File: config.mk
export PLATFORM = sky130hd
export DESIGN_NAME = attack_gen_flat
export DESIGN_NICKNAME = d
export VERILOG_FILES = /design/src/common/vchess_pkg.sv /design/src/common/attack_if.sv /design/src/attack/attack_gen.sv /design/src/flat_wrapper.sv
export VERILOG_INCLUDE_DIRS = /design/src /design/src/common
export SDC_FILE = /design/constraint.sdc
export NUM_CORES = 2
export LEC_CHECK = 0
export BUFFER_PORTS_ARGS = -buffer_cell sky130_fd_sc_hd__buf_4
export CAP_MARGIN = 10
export CORE_MARGIN = 2
export CORE_UTILIZATION = 36
export DETAILED_ROUTE_END_ITERATION = 10
export HOLD_SLACK_MARGIN = 0.15
export MAX_ROUTING_LAYER = met4
export RECOVER_POWER = 25
export SETUP_SLACK_MARGIN = 0.4
export SYNTH_ARGS = -nofsm -noshare
export SYNTH_HDL_FRONTEND = slang
export SYNTH_SLANG_ARGS = --single-unit
File: constraint.sdc
create_clock -name clk -period 45.7 [get_ports clk]
set_clock_uncertainty 0.2 [all_clocks]
set_input_delay 9.14 -clock clk [delete_from_list [all_inputs] [get_ports clk]]
set_output_delay 9.14 -clock clk [all_outputs]
set_load 0.01 [all_outputs]
File: src/common/vchess_consts.svh
`ifndef VCHESS_CONSTS_SVH
`define VCHESS_CONSTS_SVH

// ------------------------------------------------------------
// Board geometry
// ------------------------------------------------------------
`define PIECE_WIDTH     4
`define BOARD_SQUARES   64
`define BOARD_SIDE      8
`define BOARD_WIDTH     256
`define FILE_A_MASK     64'h0101_0101_0101_0101
`define FILE_H_MASK     64'h8080_8080_8080_8080
`define CENTRE_LO       2
`define CENTRE_HI       5
`define RAY_STEPS       7 // Longest slide on an 8x8 board.

// ------------------------------------------------------------
// Scoring
// ------------------------------------------------------------
`define EVAL_WIDTH      16
`define POP_WIDTH       6
`define VALUE_PAWN      100
`define VALUE_KNIGHT    300
`define VALUE_BISHOP    310
`define VALUE_ROOK      500
`define VALUE_QUEEN     900
`define VALUE_KING      0
`define PAWN_ADVANCE    5  // Per rank advanced.
`define CENTRE_BONUS    10
`define POP_WEIGHT      10 // Per attacked square.
`define EVAL_CREDITS    1

`endif

File: src/common/vchess_pkg.sv
`include "vchess_consts.svh"

package vchess_pkg;

   // Bit 3 of a square code marks a black piece.
   typedef enum logic [`PIECE_WIDTH-1:0] {
      EMPTY        = 4'd0,
      WHITE_PAWN   = 4'd1,
      WHITE_KNIGHT = 4'd2,
      WHITE_BISHOP = 4'd3,
      WHITE_ROOK   = 4'd4,
      WHITE_QUEEN  = 4'd5,
      WHITE_KING   = 4'd6,
      BLACK_PAWN   = 4'd9,
      BLACK_KNIGHT = 4'd10,
      BLACK_BISHOP = 4'd11,
      BLACK_ROOK   = 4'd12,
      BLACK_QUEEN  = 4'd13,
      BLACK_KING   = 4'd14
   } piece_t;

   // Square 0 is a1, index is rank * 8 + file.
   typedef piece_t [`BOARD_SQUARES-1:0] board_t;

   typedef enum logic [2:0] {
      EVAL_IDLE,
      EVAL_WAIT_ATTACK,
      EVAL_T1,
      EVAL_T2,
      EVAL_T3,
      EVAL_T4,
      EVAL_T5
   } eval_state_t;

   typedef enum logic [1:0] {
      ATK_IDLE,
      ATK_RAY,
      ATK_COUNT,
      ATK_DONE
   } attack_state_t;

endpackage

File: src/common/attack_if.sv
`timescale 1ns/10ps
`include "vchess_consts.svh"

interface attack_if;
   import vchess_pkg::*;

   board_t                board;
   logic                  board_valid;
   logic [`POP_WIDTH-1:0] white_pop;
   logic [`POP_WIDTH-1:0] black_pop;
   logic                  is_attacking_done; // One pulse per board_valid.

   modport gen
     (
      input  board,
      input  board_valid,
      output white_pop,
      output black_pop,
      output is_attacking_done
      );

   modport eval
     (
      output board,
      output board_valid,
      input  white_pop,
      input  black_pop,
      input  is_attacking_done
      );

endinterface

File: src/attack/attack_gen.sv
`timescale 1ns/10ps
`include "vchess_consts.svh"

module attack_gen
  (
   input logic   clk,
   input logic   reset,
   attack_if.gen atk
   );
   import vchess_pkg::*;

   // Orthogonal directions first, diagonals after.
   localparam int DIR_N  = 0;
   localparam int DIR_S  = 1;
   localparam int DIR_E  = 2;
   localparam int DIR_W  = 3;
   localparam int DIR_NE = 4;
   localparam int DIR_NW = 5;
   localparam int DIR_SE = 6;
   localparam int DIR_SW = 7;

   attack_state_t state;
   logic [2:0]    step;
   logic [63:0]   white_map;
   logic [63:0]   black_map;
   logic [63:0]   empty_map;
   logic [63:0]   white_front [8];
   logic [63:0]   black_front [8];
   logic [63:0]   white_hits;
   logic [63:0]   black_hits;
   logic [63:0]   w_pawn;
   logic [63:0]   w_knight;
   logic [63:0]   w_king;
   logic [63:0]   w_orth;
   logic [63:0]   w_diag;
   logic [63:0]   b_pawn;
   logic [63:0]   b_knight;
   logic [63:0]   b_king;
   logic [63:0]   b_orth;
   logic [63:0]   b_diag;
   logic [63:0]   occupied;

   // One step in a direction, dropping squares that would wrap a file edge.
   function automatic logic [63:0] shift_dir(input logic [63:0] m, input int dir);
      logic [63:0] r;
      case (dir)
         DIR_N:   r = m << 8;
         DIR_S:   r = m >> 8;
         DIR_E:   r = (m & ~`FILE_H_MASK) << 1;
         DIR_W:   r = (m & ~`FILE_A_MASK) >> 1;
         DIR_NE:  r = (m & ~`FILE_H_MASK) << 9;
         DIR_NW:  r = (m & ~`FILE_A_MASK) << 7;
         DIR_SE:  r = (m & ~`FILE_H_MASK) >> 7;
         DIR_SW:  r = (m & ~`FILE_A_MASK) >> 9;
         default: r = '0;
      endcase
      return r;
   endfunction

   function automatic logic [63:0] knight_targets(input logic [63:0] m);
      return shift_dir(shift_dir(m, DIR_N), DIR_NE) | shift_dir(shift_dir(m, DIR_N), DIR_NW) |
             shift_dir(shift_dir(m, DIR_S), DIR_SE) | shift_dir(shift_dir(m, DIR_S), DIR_SW) |
             shift_dir(shift_dir(m, DIR_E), DIR_NE) | shift_dir(shift_dir(m, DIR_E), DIR_SE) |
             shift_dir(shift_dir(m, DIR_W), DIR_NW) | shift_dir(shift_dir(m, DIR_W), DIR_SW);
   endfunction

   function automatic logic [63:0] king_targets(input logic [63:0] m);
      logic [63:0] r;
      r = '0;
      for (int d = 0; d < 8; d++)
         r = r | shift_dir(m, d);
      return r;
   endfunction

   // Counts above the port width saturate.
   function automatic logic [`POP_WIDTH-1:0] pop_sat(input logic [63:0] m);
      logic [`POP_WIDTH:0] n;
      n = '0;
      for (int i = 0; i < 64; i++)
         n = n + (`POP_WIDTH+1)'(m[i]);
      return n[`POP_WIDTH] ? '1 : n[`POP_WIDTH-1:0];
   endfunction

   always_comb
   begin
      for (int sq = 0; sq < `BOARD_SQUARES; sq++)
      begin
         w_pawn[sq]   = (atk.board[sq] == WHITE_PAWN);
         w_knight[sq] = (atk.board[sq] == WHITE_KNIGHT);
         w_king[sq]   = (atk.board[sq] == WHITE_KING);
         w_orth[sq]   = (atk.board[sq] == WHITE_ROOK) || (atk.board[sq] == WHITE_QUEEN);
         w_diag[sq]   = (atk.board[sq] == WHITE_BISHOP) || (atk.board[sq] == WHITE_QUEEN);
         b_pawn[sq]   = (atk.board[sq] == BLACK_PAWN);
         b_knight[sq] = (atk.board[sq] == BLACK_KNIGHT);
         b_king[sq]   = (atk.board[sq] == BLACK_KING);
         b_orth[sq]   = (atk.board[sq] == BLACK_ROOK) || (atk.board[sq] == BLACK_QUEEN);
         b_diag[sq]   = (atk.board[sq] == BLACK_BISHOP) || (atk.board[sq] == BLACK_QUEEN);
         occupied[sq] = (atk.board[sq] != EMPTY);
      end
   end

   // Squares reached by every frontier on this step.
   always_comb
   begin
      white_hits = '0;
      black_hits = '0;
      for (int d = 0; d < 8; d++)
      begin
         white_hits = white_hits | shift_dir(white_front[d], d);
         black_hits = black_hits | shift_dir(black_front[d], d);
      end
   end

   // ------------------------------------------------------------
   // Control
   // ------------------------------------------------------------
   always_ff @(posedge clk)
   begin
      if (reset)
      begin
         state                 <= ATK_IDLE;
         step                  <= '0;
         atk.is_attacking_done <= 1'b0;
      end
      else
      begin
         atk.is_attacking_done <= 1'b0;
         case (state)
            ATK_IDLE:
            begin
               step <= '0;
               if (atk.board_valid)
                  state <= ATK_RAY;
            end
            ATK_RAY:
            begin
               step <= step + 3'd1;
               if (step == 3'(`RAY_STEPS - 1))
                  state <= ATK_COUNT;
            end
            ATK_COUNT:
               state <= ATK_DONE;
            ATK_DONE:
            begin
               atk.is_attacking_done <= 1'b1;
               state                 <= ATK_IDLE;
            end
         endcase
      end
   end

   // ------------------------------------------------------------
   // Attack maps and ray frontiers
   // ------------------------------------------------------------
   always_ff @(posedge clk)
   begin
      if (state == ATK_IDLE && atk.board_valid)
      begin
         white_map <= shift_dir(w_pawn, DIR_NE) | shift_dir(w_pawn, DIR_NW) |
                      knight_targets(w_knight) | king_targets(w_king);
         black_map <= shift_dir(b_pawn, DIR_SE) | shift_dir(b_pawn, DIR_SW) |
                      knight_targets(b_knight) | king_targets(b_king);
         empty_map <= ~occupied;
         for (int d = 0; d < 8; d++)
         begin
            white_front[d] <= (d < 4) ? w_orth : w_diag;
            black_front[d] <= (d < 4) ? b_orth : b_diag;
         end
      end
      else if (state == ATK_RAY)
      begin
         white_map <= white_map | white_hits;
         black_map <= black_map | black_hits;
         for (int d = 0; d < 8; d++)
         begin
            white_front[d] <= shift_dir(white_front[d], d) & empty_map; // Stop on blockers.
            black_front[d] <= shift_dir(black_front[d], d) & empty_map;
         end
      end
      else if (state == ATK_COUNT)
      begin
         atk.white_pop <= pop_sat(white_map);
         atk.black_pop <= pop_sat(black_map);
      end
   end

endmodule

File: src/flat_wrapper.sv
// flat-port wrapper written by rule: the top's interface ports become plain ports
module attack_gen_flat import vchess_pkg::*;
  (clk, reset, atk_board, atk_board_valid, atk_white_pop, atk_black_pop, atk_is_attacking_done);
  attack_if atk_i ();
  input logic clk;
  input logic reset;
  input wire logic [$bits(atk_i.board)-1:0] atk_board;
  input wire logic [$bits(atk_i.board_valid)-1:0] atk_board_valid;
  output wire logic [$bits(atk_i.white_pop)-1:0] atk_white_pop;
  output wire logic [$bits(atk_i.black_pop)-1:0] atk_black_pop;
  output wire logic [$bits(atk_i.is_attacking_done)-1:0] atk_is_attacking_done;
  assign atk_i.board = atk_board;
  assign atk_i.board_valid = atk_board_valid;
  assign atk_white_pop = atk_i.white_pop;
  assign atk_black_pop = atk_i.black_pop;
  assign atk_is_attacking_done = atk_i.is_attacking_done;
  attack_gen u_core (.clk(clk), .reset(reset), .atk(atk_i));
endmodule
; Word level (Yosys, flattened, before mapping)
; Memories as Yosys holds them, arrays and structs flattened.
; Index checks and enable logic that the tools add are counted.
[totals]
output_inout_bits = 13
ff_bits = 210
input_bits = 259
ram_bits = 1024
memories = 2
[op_classes]
bitwise_logic = 85
eq_ne = 758
add_sub_neg = 127
reduce_logical = 326
muxes = 98
[memory_table]
columns = name, depth, width, rd, rd_ports_with_merged_regs, write_ports, line_no
row1 = u_core.black_front, 8, 64, 8, 0, 8, attack_gen.sv:28  ; logic [63:0] black_front [8];
row2 = u_core.white_front, 8, 64, 8, 0, 8, attack_gen.sv:27  ; logic [63:0] white_front [8];
[ops]
columns = op, count
row1 = $mux 64, 88
row2 = $or 64x64->64, 40
row3 = $eq 4x4->1 const B, 376
row4 = $and 64x64->64, 16
row5 = $add 7x1->7, 124
row6 = $eq 4x3->1 const B, 192
row7 = $eq 4x2->1 const B, 128
row8 = $logic_or 1x1->1, 256
row9 = $or 64x56->64, 4
row10 = $or 64x63->64, 4
row11 = $reduce_bool 4->1, 64
row12 = $eq 4x1->1 const B, 56
row13 = $or 64x55->64, 2
row14 = $not 64->64, 1
row15 = $or 1x1->1, 16
row16 = $pmux 2 s4, 1
row17 = $mux 1, 6
row18 = $pmux 3 s2, 1
row19 = $add 1x1->2, 2
row20 = $eq 2x2->1 const B, 2
row21 = $mux 2, 2
row22 = $reduce_bool 2->1, 2
row23 = $add 3x1->3 const B, 1
row24 = $eq 3x3->1 const B, 1
row25 = other kinds (8), 9

; Logic depth before layout (Yosys ltp)
[logic_depth]
word_depth = 63
depth_mapped = 22

; Worst setup path before layout
; OpenSTA, ideal clock, no wires.
[synth_path]
path_kind = input to register
start = in atk_board_valid
end = mem u_core.black_front[1][36] (netlist: u_core.black_front[0][100]), enable pin
stages = 6
setup_slack_ps = 17866
arrival_ps = 26432
cell_sequence = nand2_2 inv_2 nor2_1 clkbuf_1 clkbuf_1 inv_1
[synth_lines]
columns = item, line_no
row1 = "start, declared", flat_wrapper.sv:8  ; input wire logic [$bits(atk_i.board_valid)-1:0] atk_board_valid;
row2 = "end, declared", attack_gen.sv:28

==> summary.txt <==
Setup path
  – CP Buf/Inv Count: 7
  – R2R depth: 10
  – R2r setup slk: about 31 ns
  – Cell family with most CP delay: buffers and inverters
  – Worst EP required: roughly 46 ns
  – Worst setup SP type: input pin
  – Peak per-stage delay on the critical path: about 4.5 ns
  – Crit path launch: atk_board_valid
  – Reg-to-reg endpoint: u_core.black_front[0][254]
  – Critical path class: input pin to register
  – Worst path slowest cell: clkinvlp_2
  – Critical-path maximum fanout: 132
  – Crit path arrival time: 22.13 ns
  – Cell breakdown of the critical path: clkbuf_1, nand2_1, clkinvlp_2, nor2_1, clkinvlp_2, buf_4, buf_4, buf_4, buf_4
  – Worst setup EP type: register
  – CP dominant cell by count: buf_4
  – R2r startpoint: u_core.state[0]

Layout
  – # fillers: 14550
  – Area growth syn-to-layout: 14.69%
  – Most frequent cells in the layout: edfxtp_1, nand2_1, nand3_1
  – Final nets: between 5000 and 6000
  – Post-route cell area: between 60000 and 70000 µm²
  – Most common cell after layout, fill and taps aside: edfxtp_1
  – Final Non-Filler Cells: between 7000 and 8000
  – Layout cell share with drive strength beyond 1: 0.1195

Floorplanning
  – Core ar.: ~150000 µm²
  – Initial core utilization: 0.3632
  – Standard-cell rows: 142
  – Die area: between 150000 and 200000 µm²
  – Chip Height: roughly 400 µm
  – Die W: around 400 µm
  – Boundary Pins: between 200 and 300

Worst hold path
  – Hold Path Stages: 2
  – Hold Crit Class: register to register
  – Hold_sp: u_core.white_front[1][6]
  – Worst Hold Endpoint: u_core.white_front[1][6]

Synth
  – Post-synth EDFFs: ~940
  – Ys flop type: edfxtp_1
  – Cell area after synthesis: approximately 55000 µm²
  – Synth Register Bits: 1026
  – Leading area contributor after synthesis: edfxtp_1
  – Post-synth top area share: 0.5166
  – Synth warn: 0
  – Area contributors post-synth: edfxtp_1, nand2_1, fa_1, nor4_1, dfxtp_1
  – Netlist cell types: between 70 and 80
  – Net Count, Synth: 5434
  – Avg Inst Size Synth: between 10 and 15 µm²
  – Post-synthesis sequential area ratio: 0.5489
  – Post-Synthesis Cells: slightly above 5000
  – Fraction of registers with async set/reset: 0

Global route
  – GRT Util Overall: 0.3220
  – Vias in the first global route: about 43000
  – Grt ovf: 0
  – Initial antenna violation count: between 50 and 60
  – Largest net degree at the start of global routing: slightly below 200
  – First-pass GRT wire length: ~340000 µm

Clock network
  – Post-CTS Setup Repair Bufs: 0
  – Worst skew pair latency: 0.77 ns
  – Num CTS Buffers: about 120
  – CTS Hold Bufs: 0
  – Htree depth: 3
  – Maximum buffer depth of the clock tree: 3
  – CTS tree: yes
  – Clock transition at the registers of the reported paths: approximately 0.060 ns
  – CTS root buf: clkbuf_16
  – Post-CTS sizing: 0
  – Clock sinks: between 1000 and 1500

Placement
  – Cells after DPL: 7067
  – Place WS: between 30 and 40 ns
  – HPWL Detailed: ~190000 µm
  – Area after DPL: 58630 µm²
  – Port Buffers: between 200 and 300
  – Placer Congestion: 1.009

STA
  – Max Fclk: 0.04552 GHz
  – Final WS setup: approximately 24 ns
  – Final setup fails: 0
  – Fin crit period: 21.97 ns
  – Slew margin rel.: -3.123
  – Slew @ Worst Pin: a little over 6 ns
  – Setup TNS: 0 ns
  – Fin crit share: 0.4807
  – Hold Vio Cnt, Final: 0
  – RSZ-0062 raised after global routing: no
  – Max Slew Vio Count: 512

Status
  – Status: finished with violations
  – Failing checks: capacitance limit, slew limit

Route
  – DR WL/cell: approximately 34 µm
  – Drt initial violations: between 7000 and 8000
  – DRC: 0
  – Final ANT Viol Nets: 0
  – DR vias: ~46000
  – Routed WL: roughly 250000 µm
  – DR pass1 iterations: 9
  – Vias/cell: 6.268

Flow run
  – Max Cap Viol: 10
worst max path at each step:
| stage | endpoint | slack (ns) | depth (start not counted) |
|---|---|---|---|
| final | u_core.black_front[0][254] | 23.73 | 9 |
| after detailed placement | u_core.black_front[0][254] | 30.76 | 9 |
| after CTS | u_core.black_front[0][46] | 31.56 | 9 |
| after global routing | u_core.black_front[0][46] | 22.79 | 9 |
| after floorplan | u_core.black_front[0][100] | 17.87 | 6 |
| after global placement | u_core.black_front[0][254] | 30.83 | 9 |
metrics by stage:
step,hold slack [ns],util
after floorplan,0.2268,-
after global placement,0.2454,0.3905
after detailed placement,0.2601,0.3905
after CTS,0.2692,0.4184
after global routing,0.2873,0.4164
final,0.2674,0.4165
worst min-delay path, cell delays in order (launching register included):
cell,delay [ns]
dfxtp_1,0.31
nand2_1,0.05
a21oi_1,0.05
layer usage:
layer / vias to the layer above / global-route usage / part of all wire
met5: - / - / 0
met4: 0 / 0.1558 / 0.052
met3: 569 / 0.06584 / 0.11
met2: 3138 / 0.4825 / 0.45
met1: 22920 / 0.4167 / 0.39
li1: 19400 / - / -
kinds of logic after synthesis:
family	after synthesis	share of synthesized area
AND/OR/NAND/NOR	2488	0.2539
flip-flops	1026	0.5489
AO/OA/AOI/OAI	742	0.09731
buffers and inverters	557	0.04027
adder cells (fa/ha/maj)	146	0.04837
XOR/XNOR	68	0.01092
multiplexers	2	0.0003671
flip-flops by register name (all words and copies together) (netlist names), 2 cells and up:
register and flops:
u_core.white_map 64, u_core.step 3, u_core.black_map 64, u_core.atk.white_pop 6, u_core.empty_map 60, u_core.state 2, u_core.black_front 410, u_core.atk.black_pop 6
u_core.white_front 410
cell type report:
cell class | instances | area, µm² | share of cell area
sequential | 1026 | 29930 | 0.4786
multi-input combinational | 3446 | 22620 | 0.3617
clock buffer | 153 | 3264 | 0.05220
tap | 2016 | 2522 | 0.04034
timing repair buffer | 352 | 2288 | 0.03659
clock inverter | 68 | 920.9 | 0.01473
inverter | 227 | 854.6 | 0.01367
antenna | 54 | 135.1 | 0.002161
synth_stat cells (all sizes together) (9+ instances only):
master	number
xor2	64
clkbuf	236
nand4b	63
a21o	190
nor2b	53
a31oi	79
inv	227
nand2	729
nor4bb	61
nor2	276
nand3b	45
ha	38
o31a	9
a2bb2oi	9
o31ai	43
and3b	15
and4b	14
a311oi	11
nor3	191
nand4bb	12
and3	39
nand4	61
nor4	299
buf	94
a21oi	90
or3	16
nor3b	37
and2	46
edfxtp	938
fa	108
nand3	307
a41oi	21
nor4b	119
a31o	111
nand2b	27
o21ai	94
dfxtp	88
o41ai	35
or4	53
Power is not shown: default switching activity piles up to over one toggle a cycle in this logic, so the estimate is an artifact.
